[src/hdl/i2c_pkg.sv]
`default_nettype none

package i2c_pkg;

    // one bus condition per command
    typedef enum logic [1:0] {
        CMD_START = 2'd0,
        CMD_STOP  = 2'd1,
        CMD_WRITE = 2'd2,   // drive wbit for one SCL period
        CMD_READ  = 2'd3    // release SDA and sample
    } bit_cmd_t;

    localparam int BYTE_BITS = 8;

    // byte as it moves on the wire, MSB first
    typedef logic [BYTE_BITS-1:0] byte_t;

endpackage

`default_nettype wire

[src/hdl/eeprom_pkg.sv]
`default_nettype none

package eeprom_pkg;

    localparam int ADDR_BITS  = 11;
    localparam int DATA_BITS  = 8;
    localparam int BLOCK_BITS = 3;                       // carried in the control byte
    localparam int WORD_BITS  = ADDR_BITS - BLOCK_BITS;  // carried in the address byte

    localparam logic [3:0] DEVICE_CODE = 4'b1010;

    typedef logic [ADDR_BITS-1:0]  mem_addr_t;
    typedef logic [DATA_BITS-1:0]  mem_data_t;
    typedef logic [BLOCK_BITS-1:0] block_t;
    typedef logic [WORD_BITS-1:0]  word_addr_t;

    function automatic block_t addr_block(mem_addr_t addr);
        return addr[ADDR_BITS-1 -: BLOCK_BITS];
    endfunction

    function automatic word_addr_t addr_word(mem_addr_t addr);
        return addr[WORD_BITS-1:0];
    endfunction

endpackage

`default_nettype wire

[src/hdl/i2c_bit_if.sv]
`default_nettype none

interface i2c_bit_if;

    import i2c_pkg::*;

    bit_cmd_t cmd;
    logic     cmd_valid;
    logic     cmd_ready;   // low for the whole bus activity of a command
    logic     wbit;        // SDA level for a write bit
    logic     rbit;        // SDA sampled during SCL high
    logic     rbit_valid;  // one cycle, end of a data bit

    modport seq (
        output cmd,
        output cmd_valid,
        output wbit,
        input  cmd_ready,
        input  rbit,
        input  rbit_valid
    );

    modport eng (
        input  cmd,
        input  cmd_valid,
        input  wbit,
        output cmd_ready,
        output rbit,
        output rbit_valid
    );

endinterface

`default_nettype wire

[src/hdl/i2c_bit_engine.sv]
`default_nettype none

module i2c_bit_engine #(
    parameter int SCL_DIV = 4
) (
    input  logic   CLK,
    input  logic   RESET,
    output logic   scl,
    output logic   sda_drive_low,
    input  logic   sda_in,
    i2c_bit_if.eng bit_bus
);

    import i2c_pkg::*;

    localparam int CNT_W = $clog2(SCL_DIV);

    logic             busy;
    logic [1:0]       phase;      // quarter of the SCL period
    logic [CNT_W-1:0] qcnt;
    logic             phase_end;
    logic             is_data;
    bit_cmd_t         cmd_q;
    logic             wbit_q;

    // {scl, sda_drive_low} for a command entering phase p
    function automatic logic [1:0] bus_level(
        bit_cmd_t   c,
        logic [1:0] p,
        logic       wb,
        logic       scl_now,
        logic       low_now
    );
        logic [1:0] lvl;
        case (c)
            CMD_START: begin
                case (p)
                    2'd0:    lvl = {scl_now, 1'b0};   // release SDA first
                    2'd1:    lvl = 2'b10;
                    default: lvl = 2'b11;             // SDA falls with SCL high
                endcase
            end
            CMD_STOP: begin
                case (p)
                    2'd0:    lvl = 2'b01;
                    2'd1:    lvl = 2'b11;
                    default: lvl = 2'b10;             // SDA rises with SCL high
                endcase
            end
            default: begin
                case (p)
                    2'd0:    lvl = {1'b0, low_now};
                    2'd1:    lvl = {1'b0, (c == CMD_WRITE) ? !wb : 1'b0};
                    default: lvl = {1'b1, low_now};
                endcase
            end
        endcase
        return lvl;
    endfunction

    assign phase_end         = (qcnt == CNT_W'(SCL_DIV - 1));
    assign is_data           = (cmd_q == CMD_WRITE) || (cmd_q == CMD_READ);
    assign bit_bus.cmd_ready = !busy;

    always_ff @(posedge CLK) begin
        if (RESET) begin
            busy               <= 1'b0;
            phase              <= 2'd0;
            qcnt               <= '0;
            cmd_q              <= CMD_STOP;
            scl                <= 1'b1;
            sda_drive_low      <= 1'b0;
            bit_bus.rbit_valid <= 1'b0;
        end else begin
            bit_bus.rbit_valid <= 1'b0;
            if (!busy) begin
                if (bit_bus.cmd_valid) begin
                    busy  <= 1'b1;
                    cmd_q <= bit_bus.cmd;
                    phase <= 2'd0;
                    qcnt  <= '0;
                    {scl, sda_drive_low} <= bus_level(bit_bus.cmd, 2'd0, bit_bus.wbit,
                                                      scl, sda_drive_low);
                end
            end else if (!phase_end) begin
                qcnt <= qcnt + 1'b1;
            end else begin
                qcnt <= '0;
                if (phase == 2'd3) begin
                    busy <= 1'b0;
                    if (is_data) begin
                        scl                <= 1'b0;  // data bits end with SCL low
                        bit_bus.rbit_valid <= 1'b1;
                    end
                end else begin
                    phase <= phase + 2'd1;
                    {scl, sda_drive_low} <= bus_level(cmd_q, phase + 2'd1, wbit_q,
                                                      scl, sda_drive_low);
                end
            end
        end
    end

    always_ff @(posedge CLK) begin
        if (!busy && bit_bus.cmd_valid) begin
            wbit_q <= bit_bus.wbit;
        end
        // middle of the SCL high time
        if (busy && is_data && phase == 2'd2 && phase_end) begin
            bit_bus.rbit <= sda_in;
        end
    end

    a_sda_stable_high: assert property (@(posedge CLK) disable iff (RESET)
        (scl && $past(scl) && $changed(sda_drive_low)) |->
            (cmd_q == CMD_START || cmd_q == CMD_STOP));

    // command length is fixed at four quarters
    a_cmd_length: assert property (@(posedge CLK) disable iff (RESET)
        (bit_bus.cmd_valid && bit_bus.cmd_ready) |=>
            !bit_bus.cmd_ready ##(4*SCL_DIV - 1) (!bit_bus.cmd_ready ##1 bit_bus.cmd_ready));

endmodule

`default_nettype wire

[src/hdl/eeprom_sequencer.sv]
`default_nettype none

module eeprom_sequencer (
    input  logic                 CLK,
    input  logic                 RESET,
    input  logic                 req_valid,
    output logic                 req_ready,
    input  logic                 req_write,
    input  eeprom_pkg::mem_addr_t req_addr,
    input  eeprom_pkg::mem_data_t req_wdata,
    output logic                 rsp_valid,
    output eeprom_pkg::mem_data_t rsp_rdata,
    output logic                 rsp_nack,
    i2c_bit_if.seq               bit_bus
);

    import i2c_pkg::*;
    import eeprom_pkg::*;

    typedef enum logic [3:0] {
        ST_IDLE,
        ST_START,
        ST_CTRL,     // control byte, write direction
        ST_ADDR,
        ST_WDATA,
        ST_RSTART,
        ST_RCTRL,    // control byte, read direction
        ST_RDATA,
        ST_MACK,
        ST_STOP
    } state_t;

    state_t    st;
    logic      wait_q;     // holding off commands until a result is back
    logic [3:0] bit_cnt;   // 8 bits plus ack slot
    byte_t     shreg;
    logic      wr_q;
    mem_addr_t addr_q;
    mem_data_t wdata_q;
    mem_data_t rdata_q;
    logic      nack_q;
    logic      fire;
    logic      ack_done;
    logic      byte_state;

    function automatic byte_t ctrl_byte(mem_addr_t addr, logic rd);
        return {DEVICE_CODE, addr_block(addr), rd};
    endfunction

    assign req_ready         = (st == ST_IDLE);
    assign byte_state        = st inside {ST_CTRL, ST_ADDR, ST_WDATA, ST_RCTRL};
    assign bit_bus.cmd_valid = (st != ST_IDLE) && !wait_q;
    assign fire              = bit_bus.cmd_valid && bit_bus.cmd_ready;
    assign ack_done          = wait_q && bit_bus.rbit_valid;
    assign bit_bus.wbit      = (st == ST_MACK) ? 1'b1 : shreg[7];  // NACK after the data byte
    assign rsp_rdata         = rdata_q;
    assign rsp_nack          = nack_q;

    always_comb begin
        case (st)
            ST_START, ST_RSTART: bit_bus.cmd = CMD_START;
            ST_STOP:             bit_bus.cmd = CMD_STOP;
            ST_RDATA:            bit_bus.cmd = CMD_READ;
            ST_MACK:             bit_bus.cmd = CMD_WRITE;
            default:             bit_bus.cmd = (bit_cnt == 4'd8) ? CMD_READ : CMD_WRITE;
        endcase
    end

    always_ff @(posedge CLK) begin
        if (RESET) begin
            st        <= ST_IDLE;
            wait_q    <= 1'b0;
            bit_cnt   <= 4'd0;
            nack_q    <= 1'b0;
            rsp_valid <= 1'b0;
        end else begin
            rsp_valid <= 1'b0;
            case (st)
                ST_IDLE: begin
                    if (req_valid) begin
                        st     <= ST_START;
                        nack_q <= 1'b0;
                    end
                end
                ST_START, ST_RSTART: begin
                    if (fire) begin
                        st      <= (st == ST_START) ? ST_CTRL : ST_RCTRL;
                        bit_cnt <= 4'd0;
                    end
                end
                ST_CTRL, ST_ADDR, ST_WDATA, ST_RCTRL: begin
                    if (fire) begin
                        if (bit_cnt == 4'd8) begin
                            wait_q <= 1'b1;
                        end else begin
                            bit_cnt <= bit_cnt + 4'd1;
                        end
                    end else if (ack_done) begin
                        wait_q  <= 1'b0;
                        bit_cnt <= 4'd0;
                        if (bit_bus.rbit) begin
                            nack_q <= 1'b1;   // no ack, abort with stop
                            st     <= ST_STOP;
                        end else begin
                            case (st)
                                ST_CTRL:  st <= ST_ADDR;
                                ST_ADDR:  st <= wr_q ? ST_WDATA : ST_RSTART;
                                ST_WDATA: st <= ST_STOP;
                                default:  st <= ST_RDATA;
                            endcase
                        end
                    end
                end
                ST_RDATA: begin
                    if (fire) begin
                        bit_cnt <= bit_cnt + 4'd1;
                        if (bit_cnt == 4'd7) begin
                            wait_q <= 1'b1;
                        end
                    end else if (ack_done) begin
                        wait_q <= 1'b0;
                        st     <= ST_MACK;
                    end
                end
                ST_MACK: begin
                    if (fire) begin
                        st <= ST_STOP;
                    end
                end
                ST_STOP: begin
                    if (fire) begin
                        wait_q <= 1'b1;
                    end else if (wait_q && bit_bus.cmd_ready) begin
                        wait_q    <= 1'b0;
                        rsp_valid <= 1'b1;
                        st        <= ST_IDLE;
                    end
                end
                default: st <= ST_IDLE;
            endcase
        end
    end

    always_ff @(posedge CLK) begin
        if (st == ST_IDLE && req_valid) begin
            wr_q    <= req_write;
            addr_q  <= req_addr;
            wdata_q <= req_wdata;
        end
        if (st == ST_START && fire) begin
            shreg <= ctrl_byte(addr_q, 1'b0);
        end else if (st == ST_RSTART && fire) begin
            shreg <= ctrl_byte(addr_q, 1'b1);
        end else if (byte_state && fire && bit_cnt != 4'd8) begin
            shreg <= {shreg[6:0], 1'b0};
        end else if (byte_state && ack_done) begin
            shreg <= (st == ST_CTRL) ? addr_word(addr_q) : wdata_q;
        end else if (st == ST_RDATA && bit_bus.rbit_valid) begin
            shreg <= {shreg[6:0], bit_bus.rbit};
        end
        if (st == ST_RDATA && ack_done) begin
            rdata_q <= {shreg[6:0], bit_bus.rbit};  // last bit lands here
        end
    end

    a_req_idle: assert property (@(posedge CLK) disable iff (RESET)
        (req_valid && req_ready) |-> (bit_bus.cmd_ready && !bit_bus.rbit_valid));

    a_rsp_pulse: assert property (@(posedge CLK) disable iff (RESET)
        rsp_valid |=> !rsp_valid);

endmodule

`default_nettype wire

[src/hdl/eeprom_ctrl_top.sv]
`default_nettype none

module eeprom_ctrl_top #(
    parameter int SCL_DIV = 4     // CLK cycles per quarter SCL period
) (
    input  logic                  CLK,
    input  logic                  RESET,
    input  logic                  req_valid,
    output logic                  req_ready,
    input  logic                  req_write,
    input  eeprom_pkg::mem_addr_t req_addr,
    input  eeprom_pkg::mem_data_t req_wdata,
    output logic                  rsp_valid,
    output eeprom_pkg::mem_data_t rsp_rdata,
    output logic                  rsp_nack,
    output logic                  scl,
    output logic                  sda_drive_low,   // open drain, pull-up outside
    input  logic                  sda_in
);

    i2c_bit_if bit_bus ();

    eeprom_sequencer sequencer_inst (
        .CLK       (CLK),
        .RESET     (RESET),
        .req_valid (req_valid),
        .req_ready (req_ready),
        .req_write (req_write),
        .req_addr  (req_addr),
        .req_wdata (req_wdata),
        .rsp_valid (rsp_valid),
        .rsp_rdata (rsp_rdata),
        .rsp_nack  (rsp_nack),
        .bit_bus   (bit_bus.seq)
    );

    i2c_bit_engine #(
        .SCL_DIV (SCL_DIV)
    ) bit_engine_inst (
        .CLK           (CLK),
        .RESET         (RESET),
        .scl           (scl),
        .sda_drive_low (sda_drive_low),
        .sda_in        (sda_in),
        .bit_bus       (bit_bus.eng)
    );

endmodule

`default_nettype wire

[config.mk]
export PLATFORM = sky130hd
export DESIGN_NAME = eeprom_ctrl_top
export DESIGN_NICKNAME = d
export VERILOG_FILES = /design/src/hdl/i2c_pkg.sv /design/src/hdl/eeprom_pkg.sv /design/src/hdl/i2c_bit_if.sv /design/src/hdl/i2c_bit_engine.sv /design/src/hdl/eeprom_sequencer.sv /design/src/hdl/eeprom_ctrl_top.sv
export SDC_FILE = /design/constraint.sdc
export NUM_CORES = 1
export LEC_CHECK = 0
export BUFFER_PORTS_ARGS = -buffer_cell sky130_fd_sc_hd__buf_2
export CORE_AREA = 2 2 82 84
export DETAILED_ROUTE_END_ITERATION = 16
export DIE_AREA = 0 0 84 86
export GPL_TIMING_DRIVEN = 0
export PLACE_DENSITY = 0.65
export SYNTH_ARGS = -nofsm -noshare
export SYNTH_HDL_FRONTEND = slang
export SYNTH_SLANG_ARGS = --single-unit
[constraint.sdc]
create_clock -name CLK -period 2.2 [get_ports CLK]
set_input_delay 0.33 -clock CLK [delete_from_list [all_inputs] [get_ports CLK]]
set_output_delay 0.33 -clock CLK [all_outputs]
set_load 0.03 [all_outputs]
Word-level counts from Yosys, hierarchy flattened
Index checks and enable logic that the tools add are counted.
Widths: inputs -> output; s select.
- memories: 0
- bits in read-only memories: 0
- memory bits (writable): 0
- latch bits: 0
- flip-flop bits (word level): 59
- shift operators: 0
- magnitude comparators: 0
- divide/modulo/power cells: 0
- equality and inequality tests: 43
- add/subtract/negate cells: 3
- multipliers: 0
- bitwise gates (word level): 4
- reduce and logical (&&, ||, !) cells: 46
- mux-type cells: 68
- operator list (kind ; count):
    $mux 4 ; 17
    $mux 8 ; 4
    $mux 1 ; 29
    $pmux 4 s3 ; 2
    $pmux 4 s6 ; 1
    $eq 4x3->1 const B ; 5
    $pmux 2 s2 ; 5
    $ne 2x1->1 const B ; 8
    $ne 4x4->1 const B ; 4
    $logic_and 1x1->1 ; 15
    $reduce_and 5->1 ; 3
    $eq 4x4->1 const B ; 3
    $mux 2 ; 6
    $ne 2x2->1 const B ; 6
    $ne 3x3->1 const B ; 4
    $reduce_bool 3->1 ; 4
    $reduce_bool 4->1 ; 3
    $eq 2x2->1 const B ; 5
    $reduce_and 9->1 ; 1
    $eq 4x2->1 const B ; 2
    $pmux 2 s4 ; 1
    $reduce_or 4->1 ; 2
    $eq 2x1->1 const B ; 3
    $logic_not 2->1 ; 3
    other kinds (19) ; 28

Longest topological paths before layout
Gate-level depths: netlist of the first run.
- depth in word-level cells: 8
- mapped depth: 7

Modules after synthesis
A second synthesis of the first run with hierarchy kept.
- cell total of the unflattened synthesis: 258
- area, all modules: 2834.0 um^2
- modules (own cells, without submodules) (module ; area each (um^2) ; sequential area each (um^2) ; instances ; cells each):
    eeprom_sequencer ; 2183.3 ; 1251.2 ; 1 ; 188
    i2c_bit_engine ; 650.6 ; 260.2 ; 1 ; 70

Worst setup path before layout of the first run
OpenSTA, ideal clock, no wires.
- path kind: reg2reg
- from: reg sequencer_inst.st[1]
- to: reg sequencer_inst.addr_q[0] (enable)
- arrival: 1735 ps
- setup slack: 86 ps
- path buffers: 0
- clock period less this slack: 2114 ps
- cell stages (with the launch flop): 4
- cell sequence: dfxtp_1 or4_4 inv_1 and2_1
- longest elaborated chain between the ends: 2
- ends and longest elaborated chain (element ; RTL line ; text):
    start, declared ; eeprom_sequencer.sv:33 ; state_t st;
    start signal, assigned ; eeprom_sequencer.sv:87 ; st <= (st == ST_START) ? ST_CTRL : ST_RCTRL;
    start signal, assigned ; eeprom_sequencer.sv:107 ; ST_ADDR: st <= wr_q ? ST_WDATA : ST_RSTART;
    $logic_not 4->1 ; - ;
    named net req_ready ; eeprom_ctrl_top.sv:9 ; output logic req_ready,
    $logic_and 1x1->1 ; eeprom_sequencer.sv:145 ; if (st == ST_IDLE && req_valid) begin
    end signal, assigned ; eeprom_sequencer.sv:147 ; addr_q <= req_addr;
    end, declared ; eeprom_sequencer.sv:38 ; mem_addr_t addr_q;
The timed path passes the listed nets, and every way through them passes these cells.
A chain may end at the register's enable or synchronous reset.

Final worst setup path of the first run
- from: reg sequencer_inst.st[1]
- to: out req_ready
- longest elaborated chain between the ends: 1
- ends and longest elaborated chain (element ; RTL line ; text):
    $logic_not 4->1 ; eeprom_sequencer.sv:50 ; assign req_ready = (st == ST_IDLE);
    end, declared ; eeprom_ctrl_top.sv:9 ;
No other way between the ends.

==> results of run 1 <==
[state kept, by name (all words and copies together), names as in the netlist, 2 cells and up]
| signal | count |
|---|---|
| sequencer_inst.bit_cnt | 4 |
| sequencer_inst.st | 4 |
| bit_engine_inst.qcnt | 2 |
| sequencer_inst.shreg | 8 |
| bit_engine_inst.phase | 2 |
| sequencer_inst.wdata_q | 8 |
| sequencer_inst.rsp_rdata | 8 |
| bit_engine_inst.cmd_q | 2 |
| sequencer_inst.addr_q | 11 |
[layout make-up]
| cell class | count | area [um2] |
|---|---|---|
| flip-flops and latches | 59 | 1510 |
| clock buffers | 9 | 124 |
| well taps | 77 | 96.3 |
| multi-input cells | 187 | 1240 |
| fillers | 567 | 2940 |
| clock inverters | 7 | 68.8 |
| plain buffers | 14 | 70.1 |
| inverters | 12 | 45.0 |
| repair buffers | 35 | 175 |
[what timing repair did]
action                                  CTS  global route
resized for setup                         1             0
endpoints found under the setup margin   20             0
setup buffers                             0             0
[critical path: cells and delay by family (launching register included)]
kind	cells	cell delay [ns]
flops	1	0.39
buf+inv	2	0.30
simple gates	1	0.58
[metal layers]
metal	global-route usage, %	vias up
met3	4.04	14
met2	26.0	49
li1	-	1106
met1	24.5	1000
met5	0	-
met4	11.1	0
[synthesized netlist by cell type (all sizes together), types with 4 or more instances]
cell	number
a211oi	6
nand2b	6
ha	7
o21ai	16
edfxtp	33
a21oi	18
dfxtp	26
o21bai	4
nand2	25
nor2b	4
inv	12
nor3	8
nor2	28
o2bb2ai	4
mux2i	10
buf	12
[report_power, final]
| part | internal [mW] | switching, mW |
|---|---|---|
| Combinational | 0.557 | 0.939 |
| Sequential | 1.50 | 0.163 |
| Clock | 0.518 | 0.431 |
[stage by stage]
stage / power (mW) / TNS [ns] / util (%) / setup slack [ns] / cells
3_3_place_gp: 3.16 / -0.465 / 50.0 / -0.0236 / 384
6_report: 4.11 / 0 / 53.1 / 0.259 / 400
5_1_grt: 4.39 / 0 / 53.1 / 0.0540 / 400
3_5_place_dp: 3.17 / -0.495 / 50.0 / -0.0251 / 384
4_1_cts: 4.13 / 0 / 53.1 / 0.242 / 400
2_1_floorplan: 2.80 / 0 / - / 0.0856 / 272
[cell families after synthesis]
| group | count (synthesis) | synth area share (%) |
|---|---|---|
| xor gates and xnor gates | 2 | 0.611 |
| and+or+nand+nor | 91 | 16.3 |
| adders and majority gates | 7 | 3.05 |
| DFF | 59 | 52.7 |
| buffers and inverters | 26 | 4.01 |
| AOI/OAI and AO/OA | 75 | 19.1 |
| muxes | 12 | 4.27 |
[path summary, 6_finish.rpt]
check,from,end,depth (start not counted)
worst max-delay path,sequencer_inst.st[1],req_ready,3
worst min-delay path,req_addr[8],sequencer_inst.addr_q[8],1
worst max register to register,sequencer_inst.st[2],sequencer_inst.shreg[3],7
worst min register to register,sequencer_inst.shreg[3],sequencer_inst.rsp_rdata[4],0
==> results.yml, run 1 <==
logic_synthesis:
  synth-seq-cells: 59
  synth_top_area_share_pct: 34.5
  netlist_area_um2: 2870
  synth-edff-count: 33
  syn_inst: 272
  ys_seq_area_share_pct: 52.7
  synth_area_per_cell_um2: 10.5
  synthTopCellsByArea: "edfxtp_1 35%, dfxtp_1 18%, nor2_1 3.5%"
  synth_ff_type: "edfxtp_1"
  async_flop_share_pct: 0
  synth.distinct_cells: 59
  syn-num-nets: 303
  synth_top_area_cell: "edfxtp_1"
  ys.warnings.count: 0
outcome:
  outcome: "finished, final reports clean"
routing:
  wl_met3_um: 237
  drc_errors: 0
  antenna_left: 0
  firstDrtPassIters: 4
  via_per_inst: 5.42
  highest_layer: "met4"
  wl_um: 5970
  first_iter_violations: 178
  vias: 2169
  met1_length_um: 2940
  routedWlPerCell_um: 14.9
  wl_met2_um: 2640
timing:
  min_period_ns: 1.94
  finalSetupViolations: 0
  drv_slew: 0
  skew_ns: 0.0113
  clock.fmax_ghz: 0.515
  worstMarginPinSlew_ns: 0.796
  finalHoldViolations: 0
  rsz0062_at_grt: "false"
  max_slew_margin_pct: 46.5
  fin_crit_sh_pct: 88.3
  whs_ns: 0.160
power_and_ir_drop:
  ir_drop_mv: 0.710
  power.density_nw_per_um2: 1230
  p_leak_nw: 1.25
flow_run:
  maxCapViolations: 0
grt:
  gr-total-overflow: 0
  grt_pass1_vias: 2071
  antenna_found_initial: 0
  grt_pass1_wl_um: 10100
  grt_max_degree: 22
  grtUsageTotal_pct: 18.0
clock_network:
  cts_tree: "yes"
  clock-sinks: 59
  clockRootBuffer: "clkbuf_8"
  clock_path_buffers: 2
  holdBufCountCts: 0
  numCtsBuffers: 9
  clock_latency_ns: 0.34
  path_clk_slew_ns: 0.07
  htreeDepth: 3
floorplanning:
  dieWidth_um: 84
  die_h_um: 86
  rows: 29
  dieArea_um2: 7220
  start_util_pct: 45.7
  io_pins: 37
  core_um2: 6280
setup_path:
  worstPathMaxFanout: 8
  path_cells: "or4_4 > inv_1 > buf_2"
  critPathMaxStageDelay_ns: 0.58
  cpMaxStageDelayCell: "or4_4"
  start_kind: "flip-flop"
  endpoint_kind: "output port"
  regToRegSetupSlack_ns: 0.26
  cp.required_ns: 1.87
  cp.arrival_ns: 1.61
  path_class: "reg2out"
finish:
  final_common_cell: "buf_2"
  antenna_cells: 0
  layout_common_cells: "46 x buf_2, 33 x edfxtp_1, 27 x nor2_1"
  drive_gt1_share_pct: 23.8
  nets: 349
  fin_area_um2: 3330
  syn_to_final_growth_pct: 16.2
place:
  io_buffer_count: 35
  gp_congestion: 0.883
  hpwlAfterDp_um: 4350
  placed_cell_area_um2: 3140
worst_hold_path:
  hold_class: "in2reg"
Note: power is estimated with default switching activity, not from simulation.
==> run 2, diff against run 1 <==
CORE_AREA = 2 2 74 76   (was 2 2 82 84)
DIE_AREA = 0 0 76 78   (was 0 0 84 86)
PLACE_DENSITY = 0.78   (was 0.65)
==> results.yml, run 2 (same netlist as run 1, synthesis figures left out) <==
outcome:
  outcome: "finished, final reports clean"
grt:
  antenna_found_initial: 0
  grt_pass1_vias: 2048
  gr-total-overflow: 0
  grt_max_degree: 22
  grtUsageTotal_pct: 21.0
  grt_pass1_wl_um: 9650
routing:
  routedWlPerCell_um: 14.6
  vias: 2155
  firstDrtPassIters: 4
  drc_errors: 0
  antenna_left: 0
  via_per_inst: 5.48
  first_iter_violations: 166
  wl_um: 5740
finish:
  regMostFlops: "sequencer_inst.addr_q"
  final_common_cell: "buf_2"
  layout_common_cells: "46 x buf_2, 33 x edfxtp_1, 27 x nor2_1"
  ff_latch_area_um2: 1510
  fill_cells: 396
  largest_reg_flops: 11
  fin_area_um2: 3330
  nets: 349
  drive_gt1_share_pct: 23.8
  fin_cells: 393
  multi_input_area_um2: 1240
  antenna_cells: 0
  syn_to_final_growth_pct: 15.9
setup_path:
  path_class: "reg2out"
  start_kind: "flip-flop"
  critPathMaxStageDelay_ns: 0.58
  worstPathMaxFanout: 8
  cp.required_ns: 1.87
  cp.arrival_ns: 1.63
  cpMaxStageDelayCell: "or4_4"
  critPathBufInv: 2
  critical_path.top_delay_family: "simple AND/OR/NAND/NOR gates"
  path_cells: "or4_4 > inv_1 > buf_2"
  endpoint_kind: "output port"
power_and_ir_drop:
  power.density_nw_per_um2: 1240
  ir_drop_mv: 0.640
  p_leak_nw: 1.25
place:
  io_buffer_count: 35
  hpwlAfterDp_um: 4120
  gp_congestion: 0.881
  place_inst: 377
  placed_cell_area_um2: 3130
floorplanning:
  io_pins: 37
  core_um2: 5040
  dieArea_um2: 5930
  start_util_pct: 56.9
  dieWidth_um: 76
  die_h_um: 78
  rows: 26
flow_run:
  maxCapViolations: 0
clock_network:
  htreeDepth: 3
  clock-sinks: 59
  holdBufCountCts: 0
  clockRootBuffer: "clkbuf_8"
  cts_tree: "yes"
  path_clk_slew_ns: 0.06
  clock_path_buffers: 2
  numCtsBuffers: 9
  clock_latency_ns: 0.34
timing:
  finalSetupTns_ns: 0
  fin_crit_sh_pct: 88.9
  rsz0062_at_grt: "false"
  skew_ns: 0.00658
  drv_slew: 0
  finalHoldViolations: 0
  clock.fmax_ghz: 0.511
  min_period_ns: 1.96
  max_slew_margin_pct: 48.0
  worstMarginPinSlew_ns: 0.773
  finalSetupViolations: 0
worst_hold_path:
  hold_class: "in2reg"
## run 2: cell counts in the layout (fill, tap and decap cells not counted)
Identical to the previous run, type by type.
## run 2: layout make-up
| type | count | share of cell area, % |
|---|---|---|
| plain buffers | 14 | 2.11 |
| clock buffers | 9 | 3.72 |
| clock inverters | 7 | 2.07 |
| inverters | 12 | 1.35 |
| multi-input cells | 187 | 37.4 |
| flip-flops and latches | 59 | 45.4 |
| well taps | 70 | 2.63 |
| repair buffers | 35 | 5.27 |
## run 2: path summary, 6_finish.rpt
| path | startpoint | cells past startpoint | slack, ns | endpoint |
|---|---|---|---|---|
| worst min register to register | bit_engine_inst.scl | 1 | 0.46 | bit_engine_inst.scl |
| worst max register to register | sequencer_inst.st[1] | 7 | 0.26 | sequencer_inst.shreg[1] |
| worst max-delay path | sequencer_inst.st[1] | 3 | 0.24 | req_ready |
| worst min-delay path | req_addr[3] | 1 | 0.16 | sequencer_inst.addr_q[3] |
## run 2: repair_timing
item / CTS / global route
buffers inserted: 0 / 0
hold endpoints to repair: 0 / 0
gates resized for setup: 0 / 1
endpoints found under the setup margin: 0 / 21
## run 2: per-stage QoR
step / setup slack (ns) / utilization [%] / power, mW / hold WS (ns)
after global routing: 0.0985 / 66.0 / 4.35 / 0.145
final: 0.245 / 66.0 / 4.11 / 0.160
after global placement: 0.0301 / 62.1 / 3.13 / 0.438
after CTS: 0.0126 / 65.9 / 4.10 / 0.149
after floorplan: 0.0856 / - / 2.80 / 0.421
after detailed placement: 0.0169 / 62.1 / 3.17 / 0.446
## run 2: power by group
part           internal, mW  total (mW)  switching, mW
registers              1.50        1.67          0.163
logic                 0.558        1.50          0.947
clock network         0.517       0.939          0.422
## run 2: layer usage
layer	up-vias	routed length [um]	global-route usage (%)
li1	1096	-	-
met1	987	2780	28.7
met2	64	2560	31.7
met3	8	317	4.53
met4	0	87	10.9
met5	-	0	0
## run 2: worst reg2reg max path: cells and delay by family, from the launching register on
family                 cells  cell delay [ns]
AO/OA/AOI/OAI              3             0.55
buffers and inverters      2             0.46
AND/OR/NAND/NOR            2             0.17
flip-flops                 1             0.49
==> run 3, diff against run 2 <==
CORE_AREA = 2 2 79 81   (was 2 2 74 76)
DIE_AREA = 0 0 81 83   (was 0 0 76 78)
PLACE_DENSITY = 0.69   (was 0.78)
==> results.yml, run 3 (same netlist as run 1, synthesis figures left out) <==
routing:
  firstDrtPassIters: 4
  via_per_inst: 5.47
  drc_errors: 0
  antenna_left: 0
  first_iter_violations: 224
  routedWlPerCell_um: 14.8
  wl_um: 5870
  vias: 2176
grt:
  grt_pass1_vias: 2042
  grt_max_degree: 22
  gr-total-overflow: 0
  antenna_found_initial: 0
  grt_pass1_wl_um: 9740
  grtUsageTotal_pct: 18.8
finish:
  regMostFlops: "sequencer_inst.addr_q"
  antenna_cells: 0
  final_common_cell: "buf_2"
  drive_gt1_share_pct: 23.8
  fill_cells: 521
  largest_reg_flops: 11
  fin_util_pct: 58.1
  layout_common_cells: "46 x buf_2, 33 x edfxtp_1, 27 x nor2_1"
  syn_to_final_growth_pct: 17.7
  nets: 349
setup_path:
  regToRegSetupSlack_ns: 0.22
  critPathMaxStageDelay_ns: 0.43
  r2r_end: "sequencer_inst.shreg[1]"
  cp.required_ns: 2.24
  worstPathMaxFanout: 10
  cpMaxStageDelayCell: "a211oi_2"
  start_kind: "flip-flop"
  path_cells: "inv_1 > ha_1 > and3b_1 > a211oi_2 > a31oi_2 > nand2_1"
  critical_path.top_delay_family: "compound AO/OA/AOI/OAI gates"
  path_class: "reg2reg"
  cp.arrival_ns: 2.02
  reg2reg_from: "sequencer_inst.bit_cnt[0]"
  critPathBufInv: 1
  r2r_cells: 6
  endpoint_kind: "flip-flop"
clock_network:
  htreeDepth: 3
  post-cts-setup-buffers: 0
  clock_path_buffers: 2
  clock_latency_ns: 0.33
  clock-sinks: 59
  clockRootBuffer: "clkbuf_8"
  numCtsBuffers: 9
  path_clk_slew_ns: 0.07
  cts_tree: "yes"
  holdBufCountCts: 0
floorplanning:
  rows: 28
  io_pins: 37
  dieArea_um2: 6720
  dieWidth_um: 81
  die_h_um: 83
  core_um2: 5820
  start_util_pct: 49.3
timing:
  skew_ns: 0.00685
  rsz0062_at_grt: "false"
  max_slew_margin_pct: 46.0
  finalHoldViolations: 0
  fin_crit_sh_pct: 89.8
  clock.fmax_ghz: 0.506
  finalSetupViolations: 0
  min_period_ns: 1.98
  drv_slew: 0
  worstMarginPinSlew_ns: 0.804
  finalSetupTns_ns: 0
place:
  hpwlAfterDp_um: 4230
  gp_congestion: 0.977
  io_buffer_count: 35
flow_run:
  maxCapViolations: 0
worst_hold_path:
  min_path_cells: 1
  hp-start: "req_addr[10]"
  min_to: "sequencer_inst.addr_q[10]"
  hold_class: "in2reg"
power_and_ir_drop:
  ir_drop_mv: 0.689
  p_leak_nw: 1.27
  power.density_nw_per_um2: 1280
outcome:
  outcome: "finished, final reports clean"
==> run 3: area by class of cell <==
cell class | instances | area [um2] | area share (%)
Inverter | 12 | 45.0 | 1.33
Multi-Input combinational cell | 187 | 1240 | 36.8
Sequential cell | 59 | 1510 | 44.7
Clock buffer | 9 | 124 | 3.67
Clock inverter | 7 | 115 | 3.41
Timing Repair Buffer | 35 | 175 | 5.19
Tap cell | 75 | 93.8 | 2.78
Buffer | 14 | 70.1 | 2.07
==> run 3: metrics by stage <==
step / worst slack (ns) / hold WS, ns / cell area (um2) / power [mW] / std cells
2_1_floorplan: 0.0856 / 0.421 / 2870 / 2.80 / 272
5_1_grt: 0.0517 / 0.150 / 3380 / 4.59 / 398
3_5_place_dp: 0.00423 / 0.447 / 3140 / 3.16 / 382
6_report: 0.224 / 0.164 / 3380 / 4.34 / 398
4_1_cts: 0.245 / 0.154 / 3380 / 4.35 / 398
3_3_place_gp: -0.0119 / 0.441 / 3140 / 3.15 / 382
==> run 3: per-layer routing <==
metal	up-vias	track usage (%)	share of wire, %
met3	7	4.02	3.9
met1	1020	26.8	48
met5	-	0	0
li1	1101	-	-
met2	48	27.3	47
met4	0	8.01	1.3
==> run 3: worst max-delay path by stage <==
| stage | endpoint | slack [ns] | cells past startpoint | startpoint |
|---|---|---|---|---|
| 5_1_grt | sequencer_inst.shreg[1] | 0.05 | 7 | sequencer_inst.wait_q |
| 3_3_place_gp | sequencer_inst.addr_q[9] | -0.01 | 3 | sequencer_inst.st[1] |
| 2_1_floorplan | sequencer_inst.addr_q[0] | 0.09 | 3 | sequencer_inst.st[1] |
| 4_1_cts | sequencer_inst.shreg[1] | 0.24 | 7 | sequencer_inst.wait_q |
| 6_report | sequencer_inst.shreg[1] | 0.22 | 6 | sequencer_inst.bit_cnt[0] |
| 3_5_place_dp | sequencer_inst.addr_q[2] | 0.004 | 3 | sequencer_inst.st[1] |
==> run 3: what timing repair did <==
item	in CTS	in global routing
gates resized for setup	1	0
endpoints found under the setup margin	9	0
hold endpoints to repair	0	0
==> run 3: worst reg2reg max path, stage by stage (launching register included) <==
cell,delay (ns)
dfxtp_1,0.38
inv_1,0.07
ha_1,0.20
and3b_1,0.22
a211oi_2,0.43
a31oi_2,0.19
nand2_1,0.20
==> run 3: report_power, final <==
part | internal [mW] | switching, mW | total [mW]
clock network | 0.750 | 0.427 | 1.18
logic | 0.558 | 0.940 | 1.50
registers | 1.50 | 0.161 | 1.66
